### src/rtl/helios_pkg.sv
package helios_pkg;

    // data and instruction width
    localparam int XLEN = 32;

    // architectural register number width
    localparam int REG_SEL = 5;

    // accepted major opcodes
    localparam logic [6:0] OPC_OP     = 7'b0110011;
    localparam logic [6:0] OPC_OP_IMM = 7'b0010011;

    typedef enum logic [3:0] {
        ALU_ADD,
        ALU_SUB,
        ALU_SLL,
        ALU_SLT,
        ALU_SLTU,
        ALU_XOR,
        ALU_SRL,
        ALU_SRA,
        ALU_OR,
        ALU_AND
    } alu_op_e;

endpackage

### src/rtl/insn_decoder.sv
`timescale 1ns/10ps

module insn_decoder
    import helios_pkg::*;
(
    input  logic [XLEN-1:0]    insn_i,
    output alu_op_e            alu_op_o,
    output logic [REG_SEL-1:0] rs1_o,
    output logic [REG_SEL-1:0] rs2_o,
    output logic [REG_SEL-1:0] rd_o,
    output logic               uses_rs2_o,
    output logic [XLEN-1:0]    imm_o
);

    logic [6:0] opcode;
    logic [2:0] funct3;

    assign opcode = insn_i[6:0];
    assign funct3 = insn_i[14:12];

    assign rd_o  = insn_i[11:7];
    assign rs1_o = insn_i[19:15];
    assign rs2_o = insn_i[24:20];

    assign uses_rs2_o = (opcode == OPC_OP);

    // shift amount sits in the low five bits
    assign imm_o = {{(XLEN-12){insn_i[31]}}, insn_i[31:20]};

    always_comb begin
        case (funct3)
            // sub exists only in the register form
            3'b000:  alu_op_o = (uses_rs2_o && insn_i[30]) ? ALU_SUB : ALU_ADD;
            3'b001:  alu_op_o = ALU_SLL;
            3'b010:  alu_op_o = ALU_SLT;
            3'b011:  alu_op_o = ALU_SLTU;
            3'b100:  alu_op_o = ALU_XOR;
            3'b101:  alu_op_o = insn_i[30] ? ALU_SRA : ALU_SRL;
            3'b110:  alu_op_o = ALU_OR;
            default: alu_op_o = ALU_AND;
        endcase
    end

endmodule

### config.mk
export PLATFORM = sky130hd
export DESIGN_NAME = insn_decoder
export DESIGN_NICKNAME = d
export VERILOG_FILES = /design/src/rtl/helios_pkg.sv /design/src/rtl/insn_decoder.sv
export SDC_FILE = /design/constraint.sdc
export NUM_CORES = 1
export LEC_CHECK = 0
export ABC_AREA = 1
export BUFFER_PORTS_ARGS = -buffer_cell sky130_fd_sc_hd__buf_2
export CORE_MARGIN = 8
export CORE_UTILIZATION = 30
export DETAILED_ROUTE_END_ITERATION = 8
export GPL_ROUTABILITY_DRIVEN = 1
export PLACE_DENSITY = 0.93
export SLEW_MARGIN = 20
export SYNTH_ARGS = -nofsm -noshare
export SYNTH_HDL_FRONTEND = slang
export SYNTH_SLANG_ARGS = --single-unit
### constraint.sdc
create_clock -name vclk -period 0.8
set_input_delay 0.04 -clock vclk [all_inputs]
set_output_delay 0.04 -clock vclk [all_outputs]
set_load 0.05 [all_outputs]
==> summary.txt <==
Floorplan
  – Core area: 1454 sq um
  – Rows: 14
  – I/O pin cnt: 84
  – Total die area: 2998 sq um
  – Initial Utilization: a little under a third
  – Chip width: 54.75 um
  – Die Height: 54.75 um

Final layout
  – Register Area: 0 sq um
  – Ant diodes: 0
  – Design area: 291.5 sq um
  – # nets final: 74
  – Fin cells: 56
  – Count of clock buffers in the final design: 0
  – Layout area overhead: -35.28%
  – Flip-flop and latch count: 0
  – Share of cells above drive strength 1: between 70 and 80%

Timing
  – Fmax: 1251 MHz
  – Slew headroom: 83.18%
  – WHS: 80.02 ps
  – Fin. Hold Viols: 0
  – Tcrit/Tclk final: 99.89%
  – RSZ-0062 raised after global routing: true
  – Slew @ Worst Pin: roughly 250 ps
  – Min cycle time layout: 799.2 ps
  – Setup violators final: 0
  – Final setup TNS: 0 ps
  – Max-slew violations: 0

Place
  – Cell Area, Placed: 245.2 sq um
  – Port Buffers: 17
  – Routability congestion estimate from global placement: about 0.70
  – # placed instances: 56

Outcome
  – Status: complete, no violations

Global routing
  – First-pass GRT wire length: 1186 um
  – Largest net degree at the start of global routing: 22
  – Grt total ovfl: 0
  – Vias in the first global route: between 200 and 300
  – Initial antenna violation count: 0
  – GRT Util Overall: 4.965%

Setup path
  – WS Path Type: primary input to primary output
  – Critical Path Start: insn_i[13]
  – CP max FO: 7
  – Critical Path RT: 760 ps
  – Crit path capture: alu_op_o[0]
  – Worst Path Arrival: 760 ps
  – Worst setup SP type: primary input
  – Crit. End Element: primary output

Logic synthesis
  – Xor and xnor area share after synthesis: 0%
  – Count leader, synth: buf_4
  – Compound-Gate Fraction of Synth Area: 3.889%
  – Synth Warn #: 0
  – Sequential share of the synthesized area: 0%
  – Mapped Cells: roughly 70
  – Mux contribution to synthesized area: 0%
  – Net count after synthesis: 101
  – Synth unique cells: 11
  – Synth Area in Simple Gates: 12.78%
  – Largest family of logic cells by synthesized area: buffers and inverters
  – Post-synthesis cell area: 450.4 sq um
  – Top cells by area in the synthesized netlist: buf_4 (78%), nand2_1 (5.0%), nand3_1 (4.4%)
  – Yosys top cell area share: 78.33%
  – Area leader, netlist: buf_4
  – Post-Syn Area per Cell: 6.528 sq um
  – Post-Synth Adder-Cell Area: 0%
  – Most common library cells after synthesis: buf_4 (47), nand2_1 (6), inv_1 (5)

Detailed routing
  – Max Used Layer: met3
  – Drt total wl: slightly below 800 um
  – Via count: 237
  – Met3 Routed Length: 158 um
  – DRT iter0 DRCs: 2
  – Met2 WL: between 400 and 500 um
  – Routed Antenna Nets: 0
  – Via density per instance: approximately 4.2
  – Post-Route M1 WL: ~200 um
  – DRC viols: 0
  – WL per Instance: about 14 um
  – Drt pass-1 iters: 4

Pwr
  – P_leak: 0.0001551 uW
  – Pwr dens: between 700 and 800 nW/um^2
  – Pwr Total: 205.4 uW
  – Peak supply drop: 0.0002961 V

Hold path
  – Hold Path Class: primary input to primary output

Job
  – Max_cap viols: 0

Clock network
  – Post-cts hold buffer count: 0
cells by family after synthesis:
kind of cell,after synthesis
simple gates,13
buf+inv,53
compound gates,3
how the worst min path moves through the flow:
| stage | start | endpoint | slack [ps] | cells past startpoint |
|---|---|---|---|---|
| final | insn_i[7] | rd_o[0] | 80 | 0 |
| after global routing | insn_i[27] | imm_o[7] | 80 | 0 |
| after global placement | insn_i[26] | imm_o[6] | 80 | 0 |
| after floorplan | insn_i[2] | uses_rs2_o | 230 | 3 |
| after CTS | insn_i[26] | imm_o[6] | 80 | 0 |
| after detailed placement | insn_i[26] | imm_o[6] | 80 | 0 |
power breakdown:
group          leakage (uW)  switching [uW]  internal [uW]  total, uW
logic              0.000155             131           74.2        205
clock network             0               0              0          0
registers                 0               0              0          0
total              0.000155             131           74.2        205
worst max-delay path, stage by stage:
cell and delay, ps:
buf_2 160, o31ai_4 300, nand3_4 100, buf_8 150
placed cells by master (no fill, tap or decap):
cell and count:
inv_2 2, buf_2 14, o31ai_4 1, nand2_2 2
nor3_2 1, o21ai_1 1, nand3_4 1, buf_8 1
nand3_1 1, nand3_2 2, a21oi_2 1, buf_6 1
inv_1 4, buf_4 1, clkbuf_4 1, nor2_4 2
nand2_1 4
through the flow:
step | utilization [%] | worst slack (ps)
after floorplan | - | -33.78
after global placement | 16.87 | -95.87
after detailed placement | 16.87 | -133.8
after CTS | 17.64 | -3.931
after global routing | 20.05 | -31.20
final | 20.05 | 0.8402
routing by layer:
| metal | up-vias | global-route usage (%) |
|---|---|---|
| met5 | - | 0 |
| met4 | 0 | 1.230 |
| met3 | 0 | 4.076 |
| met2 | 31 | 9.245 |
| met1 | 101 | 3.805 |
| li1 | 105 | - |
final cells by class:
| cell class | count | area (sq um) |
|---|---|---|
| fillers | 166 | 1162 |
| multi-input cells | 16 | 137.6 |
| repair buffers | 18 | 111.4 |
| inverters | 6 | 22.52 |
| well taps | 16 | 20.02 |
repair_timing:
item                                    CTS  global route
endpoints found under the setup margin    1             2
gates cloned                              0             0
pin swaps                                 0             3
resized for setup                         3             9
setup buffers                             0             0
(Power assumes the default switching activity.)
