$ cat config.mk
export PLATFORM = sky130hd
export DESIGN_NAME = reorder_buffer
export DESIGN_NICKNAME = d
export VERILOG_FILES = /design/src/rtl/helios_pkg.sv /design/src/rtl/reorder_buffer.sv
export SDC_FILE = /design/constraint.sdc
export NUM_CORES = 1
export LEC_CHECK = 0
export ABC_AREA = 0
export CORE_AREA = 2 2 120 169
export CTS_CLUSTER_SIZE = 12
export DETAILED_ROUTE_END_ITERATION = 8
export DIE_AREA = 0 0 122 171
export DONT_BUFFER_PORTS = 1
export GPL_ROUTABILITY_DRIVEN = 0
export PLACE_DENSITY = 0.8
export SYNTH_ARGS = -nofsm -noshare
export SYNTH_HDL_FRONTEND = slang
export SYNTH_SLANG_ARGS = --single-unit
$ cat constraint.sdc
create_clock -name clk_i -period 8.75 [get_ports clk_i]
set_input_delay 1.75 -clock clk_i [delete_from_list [all_inputs] [get_ports clk_i]]
set_output_delay 1.75 -clock clk_i [all_outputs]
set_load 0.01 [all_outputs]
$ cat src/rtl/helios_pkg.sv
package helios_pkg;

    // data and instruction width
    localparam int XLEN = 32;

    // architectural register number width
    localparam int REG_SEL = 5;

    // accepted major opcodes
    localparam logic [6:0] OPC_OP     = 7'b0110011;
    localparam logic [6:0] OPC_OP_IMM = 7'b0010011;

    typedef enum logic [3:0] {
        ALU_ADD,
        ALU_SUB,
        ALU_SLL,
        ALU_SLT,
        ALU_SLTU,
        ALU_XOR,
        ALU_SRL,
        ALU_SRA,
        ALU_OR,
        ALU_AND
    } alu_op_e;

endpackage

$ cat src/rtl/reorder_buffer.sv
`timescale 1ns/10ps

module reorder_buffer
    import helios_pkg::*;
#(
    parameter int ROB_DEPTH = 8
) (
    input  logic                           clk_i,
    input  logic                           rst_i,
    input  logic                           alloc_i,
    input  logic [REG_SEL-1:0]             alloc_rd_i,
    input  logic                           bc_valid_i,
    input  logic [$clog2(ROB_DEPTH)-1:0]   bc_tag_i,
    input  logic [XLEN-1:0]                bc_data_i,
    output logic [$clog2(ROB_DEPTH)-1:0]   tail_tag_o,
    output logic [ROB_DEPTH-1:0]           done_o,
    output logic [ROB_DEPTH-1:0][XLEN-1:0] data_o,
    output logic                           commit_valid_o,
    output logic [$clog2(ROB_DEPTH)-1:0]   commit_tag_o,
    output logic [REG_SEL-1:0]             commit_rd_o,
    output logic [XLEN-1:0]                commit_data_o,
    output logic                           credit_o
);

    localparam int TAG_W = $clog2(ROB_DEPTH);

    logic [TAG_W-1:0]               head_q;
    logic [TAG_W-1:0]               tail_q;
    logic [ROB_DEPTH-1:0]           vld_q;
    logic [ROB_DEPTH-1:0]           done_q;
    logic [REG_SEL-1:0]             rd_q [ROB_DEPTH];
    logic [ROB_DEPTH-1:0][XLEN-1:0] data_q;

    assign tail_tag_o     = tail_q;
    assign done_o         = done_q;
    assign data_o         = data_q;
    assign commit_valid_o = vld_q[head_q] && done_q[head_q];
    assign commit_tag_o   = head_q;
    assign commit_rd_o    = rd_q[head_q];
    assign commit_data_o  = data_q[head_q];
    // each commit frees one slot for the source
    assign credit_o       = commit_valid_o;

    always_ff @(posedge clk_i) begin
        if (rst_i) begin
            head_q <= '0;
            tail_q <= '0;
            vld_q  <= '0;
            done_q <= '0;
        end else begin
            if (alloc_i) begin
                vld_q[tail_q]  <= 1'b1;
                done_q[tail_q] <= 1'b0;
                tail_q         <= tail_q + 1'b1;
            end
            if (bc_valid_i) begin
                done_q[bc_tag_i] <= 1'b1;
            end
            if (commit_valid_o) begin
                vld_q[head_q] <= 1'b0;
                head_q        <= head_q + 1'b1;
            end
        end
    end

    always_ff @(posedge clk_i) begin
        if (alloc_i) begin
            rd_q[tail_q] <= alloc_rd_i;
        end
        if (bc_valid_i) begin
            data_q[bc_tag_i] <= bc_data_i;
        end
    end

endmodule

==> Implementation_results.wiki, run 1 <==
{| class="wikitable"
! Metric !! Value
|-
| Outcome || finished clean
|-
| Total wirelength of the detailed-routed design || 30.5 mm
|-
| Max FO, Critical Path || 45
|-
| Synth area leaders || sky130_fd_sc_hd__edfxtp_1, sky130_fd_sc_hd__mux4_2, sky130_fd_sc_hd__dfxtp_1, sky130_fd_sc_hd__nand2_1, sky130_fd_sc_hd__nor2_1
|-
| Post-synthesis instance area || roughly 12000 um2
|-
| Power share of the clock group || 39.1%
|-
| Final worst clock skew || 0.00893 ns
|-
| Routed Antenna Nets || 0
|-
| Switching share of total power || between 20% and 30%
|-
| CP Capture Point || credit_o
|-
| Number of hold buffers added after cts || 0
|-
| Crit path cell chain || buf_4, and4b_1, nor4_2, nor2_1, or2_2
|-
| Net Sw Power || 0.613 mW
|-
| 1st-pass router iterations || 5
|-
| Power per standard cell area || 225 nW/um2
|-
| Number of instances resized during post-cts repair || 0
|-
| Remaining global-route overflow || 0
|-
| Sequential element share of the synthesized area || 76.0%
|-
| Global-route wire length before repair || 43.0 mm
|-
| Pin count of the biggest net entering global routing || 78
|-
| Stages on worst setup path || 5
|-
| Total Die Area || between 20000 and 25000 um2
|-
| Layout area overhead || 9.51%
|-
| Final Hold Fails || 0
|-
| Ys async rst share || 0%
|-
| Synth area leader || sky130_fd_sc_hd__edfxtp_1
|-
| Vias per cell || 6.94
|-
| Area post-placement || roughly 13000 um2
|-
| Start point of the critical path || commit_tag_o[0]
|-
| Tightest Hold Check Type || flip-flop to flip-flop
|-
| Fin Hold WS || 0.513 ns
|-
| Summed area of non-filler cells in the final layout || 13500 um2
|-
| Average cell area after synthesis || 19.2 um2
|-
| Post-synthesis cell count || 644
|-
| Post-CTS setup buffers || 0
|-
| Number of global-route vias before repair || between 6000 and 7000
|-
| Initial DRC Count || about 580
|-
| TNS Setup || 0 ns
|-
| Cell with the most instances after synthesis || sky130_fd_sc_hd__edfxtp_1
|-
| Latest clock arrival within the worst-skew pair || 0.54 ns
|-
| Slew HR || 24.4%
|-
| Share of layout cells above drive strength 1 || 20.7%
|-
| Launch point of the worst reg-to-reg path || commit_tag_o[0]
|-
| Number of levels the H-tree was split into || 1
|-
| Starting Density || 63.5%
|-
| Number of diodes || 0
|-
| DRC violation count after routing || 0
|-
| Setup repair after global routing missed its margin || false
|-
| CP endpoint kind || output pin
|-
| Buffers from clock root to sink, at most || 3
|-
| Number of placed instances with taps included || 877
|-
| Synthesized flop and latch total || 321
|-
| Worst reg2reg setup slack || 5.93 ns
|-
| Min Clock Period, post-route || 5.08 ns
|-
| IO Port Bufs || 0
|-
| Category of the worst setup path launch point || flip-flop
|-
| Share of the synthesized area in the top cell type || 72.0%
|-
| Wire per inst || 32.7 um
|-
| MaxCap Viol Count || 0
|-
| Die X-Extent || 122 um
|-
| Portion of total power attributed to combinational logic || under 10%
|-
| Final Instance Count excl. Fillers || approximately 930
|-
| Root Driver || sky130_fd_sc_hd__clkbuf_16
|-
| Slowest-stage cell, CP || sky130_fd_sc_hd__dfxtp_4
|-
| Worst Reg-to-Reg Cells || 5
|-
| Arrival @ worst endpoint || 3.33 ns
|-
| TritonCTS clock tree || done
|-
| Worst-path clk slew || 0.06 ns
|-
| Antenna violations before repair || 0
|-
| Data required time at the worst endpoint || 7.00 ns
|-
| Number of primary I/O pins || 353
|-
| Maximum resistive drop on vdd || about 0.18 mV
|-
| HPWL reported at the end of detailed placement || 20.2 mm
|-
| # clock sinks || 321
|-
| Internal power || 2.43 mW
|-
| Endpoints failing setup || 0
|-
| Register share of total power || between 50% and 60%
|-
| Largest incremental delay on the critical path || between 0.9 and 1 ns
|-
| Actual transition at the worst max-transition pin || 1.13 ns
|-
| Worst Setup Path Type || flip-flop to output pin
|-
| Worst path buffer plus inverter count || 1
|-
| Die height || 171 um
|-
| Flip-flop cell with the highest count after synthesis || sky130_fd_sc_hd__edfxtp_1
|-
| Yosys warnings || 0
|-
| Number of synthesized flops with an enable pin || 296
|-
| Number of nets produced by synthesis || 690
|-
| Core Footprint || 19500 um2
|-
| All-Layer GR Usage || ~29%
|-
| Final clock period utilization by the worst path || approximately three fifths
|-
| Routed via count || approximately 6500
|-
| Total count of max-transition violations in the final report || 0
|-
| Most numerous cell types in the synthesized netlist || sky130_fd_sc_hd__edfxtp_1, sky130_fd_sc_hd__nand2_1, sky130_fd_sc_hd__mux4_2, sky130_fd_sc_hd__nor2_1, sky130_fd_sc_hd__dfxtp_1
|-
| Cell type group with the largest total delay on the critical path || simple AND/OR/NAND/NOR gates
|-
| FMAX || 0.197 GHz
|-
| Number of CTS-inserted buffers || 31
|-
| Total power of the final layout || ~3.0 mW
|-
| Net total in the final layout || 704
|-
| Synth unique cells || 42
|-
| Row count || about 60
|-
| Leakage power total || approximately 4.3 nW
|}
-- cells in the final DEF (no fill, tap or decap), types with 7 or more instances in the layout --
cell,Yosys,routed
sky130_fd_sc_hd__a21oi_1,9,9
sky130_fd_sc_hd__nand2_1,111,111
sky130_fd_sc_hd__nor2_1,32,26
sky130_fd_sc_hd__clkbuf_16,0,31
sky130_fd_sc_hd__buf_4,2,12
sky130_fd_sc_hd__clkbuf_1,13,24
sky130_fd_sc_hd__mux4_2,76,76
sky130_fd_sc_hd__inv_1,7,7
sky130_fd_sc_hd__edfxtp_1,296,296
sky130_fd_sc_hd__dfxtp_1,25,22
-- flip-flops by register name (all words and copies together) (netlist names), named ones only --
register and count:
commit_tag_o 3, data_o 256, tail_tag_o 3, rd_q 40
done_o 8, vld_q 8
-- worst register-to-register path: cells and delay by family (launching register included) --
family,cells,cell delay [ns]
buffers and inverters,1,0.73
AND/OR/NAND/NOR,3,0.84
AO/OA/AOI/OAI,1,0.18
flip-flops,1,0.91
-- cell type report --
type                       instances  area [um2]
clock buffer                      56         880
clock inverter                     1        11.3
fill                            1174        5940
inverter                           8        30.0
multi-input combinational        284        2800
sequential                       321        9400
tap                              252         315
timing repair buffer              12        90.1
-- stage by stage --
stage | utilization (%) | setup WS (ns)
floorplan | - | 4.10
global placement | 64.9 | 4.31
detailed placement | 64.9 | 4.21
CTS | 69.5 | 3.64
global route | 69.5 | 3.40
finish | 69.5 | 3.67
-- power groups by stage --
stage                     clock, mW  sequential, mW  combinational (mW)
after detailed placement          0            1.81              0.0683
after global routing           1.25            1.79              0.0729
after floorplan                   0            1.80              0.0527
final                          1.19            1.78              0.0682
after global placement            0            1.81              0.0663
after CTS                      1.20            1.78              0.0687
-- how the worst min path moves through the flow --
stage / start / endpoint / slack, ns / cells past startpoint
finish: vld_q[6] / vld_q[6] / 0.51 / 2
global route: vld_q[7] / vld_q[7] / 0.54 / 2
CTS: vld_q[6] / vld_q[6] / 0.52 / 2
detailed placement: vld_q[6] / vld_q[6] / 0.51 / 2
global placement: vld_q[5] / vld_q[5] / 0.49 / 2
floorplan: vld_q[5] / vld_q[5] / 0.48 / 2
-- routing by layer --
layer	GRT usage, %	up-vias	routed length (um)
met2	47.2	500	15400
li1	-	2578	-
met5	0	-	0
met1	33.8	3315	10000
met4	11.6	0	1210
met3	11.1	90	3900
-- cell families after synthesis --
kind of cell / share of synthesized area (%)
buf+inv: 1.74
fa+ha+maj: 0.203
compound gates: 1.39
mux: 14.4
simple gates: 6.17
flops: 76.0
xor+xnor: 0.0709
(Power assumes the default switching activity.)
==> run 2: changes to the inputs <==
CORE_AREA = 2 2 122 171   (was 2 2 120 169)
DIE_AREA = 0 0 124 173   (was 0 0 122 171)
PLACE_DENSITY = 0.78   (was 0.8)
clock period = 5.1 ns   (was 8.75 ns; I/O delays follow)
==> Implementation_results.wiki, run 2 (synthesis gave the netlist of run 1 again) <==
{| class="wikitable"
! Metric !! Value
|-
| Outcome || finished clean
|-
| Arrival @ worst endpoint || between 2 and 3 ns
|-
| 1st-pass router iterations || 5
|-
| Total wirelength of the detailed-routed design || between 30 and 40 mm
|-
| All-Layer GR Usage || between 20% and 30%
|-
| Vias per cell || 6.93
|-
| FMAX || 0.250 GHz
|-
| Total count of max-transition violations in the final report || 0
|-
| TritonCTS clock tree || done
|-
| Worst-path clk slew || ~0.060 ns
|-
| Setup repair after global routing missed its margin || false
|-
| Initial DRC Count || 643
|-
| Fin Hold WS || roughly 0.52 ns
|-
| Worst Reg-to-Reg Cells || 5
|-
| Die height || 173 um
|-
| Launch point of the worst reg-to-reg path || commit_tag_o[1]
|-
| Largest register FFs || 256
|-
| Buffers from clock root to sink, at most || 3
|-
| Min Clock Period, post-route || about 4.0 ns
|-
| Total Die Area || 21500 um2
|-
| Worst Setup Path Type || flip-flop to output pin
|-
| Remaining global-route overflow || 0
|-
| Actual transition at the worst max-transition pin || ~1.1 ns
|-
| Final worst clock skew || 0.00500 ns
|-
| Start point of the worst min-delay path || vld_q[7]
|-
| Endpoint of the worst hold-timing path || vld_q[7]
|-
| Endpoints failing setup || 0
|-
| Number of primary I/O pins || 353
|-
| Wire per inst || between 30 and 40 um
|-
| Global-route wire length before repair || 43.4 mm
|-
| Maximum resistive drop on vdd || approximately 0.33 mV
|-
| Number of hold buffers added after cts || 0
|-
| Layout area overhead || 9.08%
|-
| Number of global-route vias before repair || 6657
|-
| Worst reg2reg setup slack || 2.14 ns
|-
| Data required time at the worst endpoint || about 4.1 ns
|-
| TNS Setup || 0 ns
|-
| Final clock period utilization by the worst path || 78.5%
|-
| Leakage power total || 4.28 nW
|-
| Net total in the final layout || 703
|-
| # clock sinks || between 300 and 400
|-
| HPWL reported at the end of detailed placement || ~20 mm
|-
| Share of layout cells above drive strength 1 || about a fifth
|-
| Number of instances resized during post-cts repair || 0
|-
| Routed Antenna Nets || 0
|-
| IO Port Bufs || 0
|-
| Number of diodes || 0
|-
| Category of the worst setup path launch point || flip-flop
|-
| Final Hold Fails || 0
|-
| Slew HR || 26.9%
|-
| Number of CTS-inserted buffers || 31
|-
| Row count || 61
|-
| Die X-Extent || 124 um
|-
| Leading cell type in the layout, fill and taps excluded || sky130_fd_sc_hd__edfxtp_1
|-
| Post-CTS setup buffers || 0
|-
| Antenna violations before repair || 0
|-
| DRC violation count after routing || 0
|-
| Power per standard cell area || 383 nW/um2
|-
| Pin count of the biggest net entering global routing || approximately 80
|-
| Max FO, Critical Path || 37
|-
| Most frequent cells in the layout || sky130_fd_sc_hd__edfxtp_1, sky130_fd_sc_hd__nand2_1, sky130_fd_sc_hd__mux4_2
|-
| Hold path depth || 2
|-
| Number of levels the H-tree was split into || 1
|-
| Core Footprint || roughly 20000 um2
|-
| Latest clock arrival within the worst-skew pair || between 0.5 and 0.6 ns
|-
| Tightest Hold Check Type || flip-flop to flip-flop
|-
| Root Driver || sky130_fd_sc_hd__clkbuf_16
|-
| MaxCap Viol Count || 0
|-
| Starting Density || 62.2%
|-
| CP endpoint kind || output pin
|-
| Routed via count || 6400
|}
run 2: report_power, final:
group	switching (mW)	leakage [nW]	total, mW	internal [mW]
clock network	0.871	0.403	1.98	1.11
registers	0.0965	2.89	3.06	2.96
logic	0.0680	0.979	0.115	0.0468
total	1.04	4.28	5.15	4.12
run 2: stage by stage:
step           instance area [um2]  total power, mW  utilization (%)  instances  worst slack [ns]
2_1_floorplan                12300             3.17                -        644              1.18
3_3_place_gp                 12600             3.22             63.6        876              1.64
3_5_place_dp                 12600             3.23             63.6        876              1.58
4_1_cts                      13500             5.18             67.9        923             0.997
5_1_grt                      13500             5.30             67.9        923             0.859
6_report                     13500             5.15             67.9        923              1.10
run 2: final cells by class:
| type | count | area (um2) |
|---|---|---|
| sequential | 321 | 9400 |
| fill | 1262 | 6370 |
| multi-input combinational | 284 | 2800 |
| clock buffer | 45 | 828 |
| tap | 252 | 315 |
| timing repair buffer | 11 | 82.6 |
| inverter | 8 | 30.0 |
| clock inverter | 2 | 16.3 |
run 2: how the worst max path moves through the flow:
stage / from / slack, ns / end / depth (start not counted)
after floorplan: bc_tag_i[0] / 1.18 / data_o[0] / 2
after global placement: commit_tag_o[0] / 1.64 / commit_data_o[31] / 4
after detailed placement: commit_tag_o[1] / 1.58 / commit_data_o[7] / 4
after CTS: commit_tag_o[1] / 1.0 / commit_data_o[7] / 4
after global routing: commit_tag_o[0] / 0.86 / commit_data_o[31] / 4
final: commit_tag_o[1] / 1.10 / commit_data_o[16] / 4
run 2: metal layers:
layer  vias up  wire (um)  track usage, %  share of wire (%)
met3        90       3030            7.35                9.9
met1      3307      10400            34.6                 34
met4         0       1180            11.2                3.9
li1       2553          -               -                  -
met5         -          0               0                  0
met2       450      15800            47.2                 52
run 2: worst max-delay path: stages (launching register included):
cell,delay [ns]
sky130_fd_sc_hd__dfxtp_2,0.96
sky130_fd_sc_hd__clkinv_1,0.75
sky130_fd_sc_hd__buf_4,0.48
sky130_fd_sc_hd__nand2_1,0.11
sky130_fd_sc_hd__nand2_1,0.13
==> run 3: changes to the inputs <==
clock period = 4 ns   (was 5.1 ns; I/O delays follow)
==> Implementation_results.wiki, run 3 (synthesis gave the netlist of run 1 again) <==
{| class="wikitable"
! Metric !! Value
|-
| Die height || 173 um
|-
| Internal power || 5.25 mW
|-
| Power share of the clock group || 38.5%
|-
| Post-CTS setup buffers || 0
|-
| Portion of total power attributed to combinational logic || 2.3%
|-
| FMAX || 0.285 GHz
|-
| Worst-path clk slew || 0.06 ns
|-
| Area post-placement || about 13000 um2
|-
| Worst Setup Path Type || flip-flop to output pin
|-
| Number of global-route vias before repair || 6615
|-
| Slew HR || 29.8%
|-
| Initial DRC Count || 578
|-
| Setup repair after global routing missed its margin || false
|-
| Arrival @ worst endpoint || 2.71 ns
|-
| Latest clock arrival within the worst-skew pair || about 0.55 ns
|-
| Met2 track demand over resource || 48.5%
|-
| Endpoint of the worst hold-timing path || tail_tag_o[0]
|-
| Total wirelength of the detailed-routed design || between 30 and 40 mm
|-
| Total Die Area || 21500 um2
|-
| Data required time at the worst endpoint || between 3 and 4 ns
|-
| TritonCTS clock tree || done
|-
| Net total in the final layout || 711
|-
| Share of layout cells above drive strength 1 || between 20% and 30%
|-
| Remaining global-route overflow || 0
|-
| Final Hold Fails || 0
|-
| Number of diodes || 0
|-
| Fill cell instance count of the final layout || 1209
|-
| Met3 global-route usage || 9.76%
|-
| Row count || 61
|-
| Most frequent cells in the layout || sky130_fd_sc_hd__edfxtp_1, sky130_fd_sc_hd__nand2_1, sky130_fd_sc_hd__mux4_2
|-
| Final worst clock skew || roughly 0.013 ns
|-
| End of the worst register-to-register path || commit_tag_o[0]
|-
| Largest register FFs || 256
|-
| IO Port Bufs || 0
|-
| Root Driver || sky130_fd_sc_hd__clkbuf_16
|-
| Category of the worst setup path launch point || flip-flop
|-
| Start point of the worst min-delay path || rst_i
|-
| Number of levels the H-tree was split into || 1
|-
| Met1 Track Usage GR || between 30 and 40%
|-
| Wire per inst || 32.7 um
|-
| Number of hold buffers added after cts || 0
|-
| Antenna violations before repair || 0
|-
| Worst reg2reg setup slack || 1.43 ns
|-
| Starting Density || 62.2%
|-
| Die X-Extent || 124 um
|-
| Switching share of total power || 20.3%
|-
| Power per standard cell area || 486 nW/um2
|-
| Layout area overhead || 9.63%
|-
| Launch point of the worst reg-to-reg path || commit_tag_o[1]
|-
| Core Footprint || 19800 um2
|-
| Number of instances resized during post-cts repair || 0
|-
| Total count of max-transition violations in the final report || 0
|-
| Actual transition at the worst max-transition pin || 1.05 ns
|-
| DRC violation count after routing || 0
|-
| 1st-pass router iterations || 5
|-
| Endpoints failing setup || 0
|-
| Number of CTS-inserted buffers || 31
|-
| TNS Setup || 0 ns
|-
| Register share of total power || 59.2%
|-
| Summed area of non-filler cells in the final layout || roughly 14000 um2
|-
| Storage cell area || 9400 um2
|-
| MaxCap Viol Count || 0
|-
| All-Layer GR Usage || between 20% and 30%
|-
| Vias per cell || 6.82
|-
| # clock sinks || about 320
|-
| Worst Reg-to-Reg Cells || 5
|-
| Max FO, Critical Path || 58
|-
| Hold path depth || 1
|-
| HPWL reported at the end of detailed placement || 20.5 mm
|-
| Routed via count || 6341
|-
| Pin count of the biggest net entering global routing || 59
|-
| Leading cell type in the layout, fill and taps excluded || sky130_fd_sc_hd__edfxtp_1
|-
| Number of primary I/O pins || 353
|-
| Outcome || finished clean
|-
| Grt peak-use layer || met2
|-
| Min Clock Period, post-route || 3.51 ns
|-
| Maximum resistive drop on vdd || between 0.4 and 0.5 mV
|-
| Final clock period utilization by the worst path || between 80 and 90%
|-
| CP endpoint kind || output pin
|-
| Total area of multi-input combinational cells || 2800 um2
|-
| Routed Antenna Nets || 0
|-
| Net Sw Power || 1.33 mW
|-
| Global-route wire length before repair || between 40 and 50 mm
|-
| Buffers from clock root to sink, at most || 3
|-
| Tightest Hold Check Type || input pin to flip-flop
|-
| Leakage power total || 4.33 nW
|}
run 3: changes by cell type in the layout (fill, tap and decap cells not counted), sizes merged:
cell / previous run / this run
buf: 11 / 19
clkbuf: 45 / 44
clkinvlp: 1 / 0
clkinv: 1 / 2
run 3: metrics by stage:
stage | util, % | hold WS, ns | power [mW] | setup slack (ns) | cells
global route | 68.2 | 0.297 | 6.77 | 0.292 | 930
global placement | 64.0 | 0.491 | 4.11 | 1.07 | 884
detailed placement | 64.0 | 0.490 | 4.12 | 1.01 | 884
CTS | 68.2 | 0.299 | 6.61 | 0.420 | 930
finish | 68.2 | 0.318 | 6.58 | 0.492 | 930
floorplan | - | 0.477 | 4.04 | 0.303 | 644
run 3: power groups by stage:
stage | sequential [mW] | combinational (mW) | clock (mW)
2_1_floorplan | 3.93 | 0.115 | 0
3_3_place_gp | 3.96 | 0.146 | 0
3_5_place_dp | 3.97 | 0.150 | 0
4_1_cts | 3.90 | 0.151 | 2.56
5_1_grt | 3.91 | 0.161 | 2.70
6_report | 3.90 | 0.149 | 2.53
run 3: worst max-delay path by stage:
stage | start | depth (start not counted) | slack (ns) | end
global placement | commit_tag_o[0] | 4 | 1.07 | commit_data_o[19]
floorplan | bc_tag_i[0] | 2 | 0.30 | data_o[0]
detailed placement | commit_tag_o[0] | 4 | 1.01 | commit_data_o[19]
CTS | commit_tag_o[0] | 4 | 0.42 | commit_data_o[19]
global route | commit_tag_o[0] | 4 | 0.29 | credit_o
finish | commit_tag_o[0] | 4 | 0.49 | commit_data_o[19]
run 3: area by class of cell:
class,count,area share (%)
Sequential cell,321,69.4
Multi-Input combinational cell,284,20.7
Inverter,8,0.222
Clock buffer,44,6.09
Tap cell,252,2.33
Timing Repair Buffer,19,1.15
Clock inverter,2,0.120
run 3: metal layers:
layer,vias up,wire length (um)
met5,-,0
met4,0,850
met3,70,3650
met2,462,16100
met1,3233,9850
li1,2576,-
run 3: critical path: stages (launching register included):
cell,delay (ns)
sky130_fd_sc_hd__dfxtp_4,1.04
sky130_fd_sc_hd__buf_12,0.31
sky130_fd_sc_hd__mux4_2,0.53
sky130_fd_sc_hd__nand2_1,0.09
sky130_fd_sc_hd__nand2_1,0.14
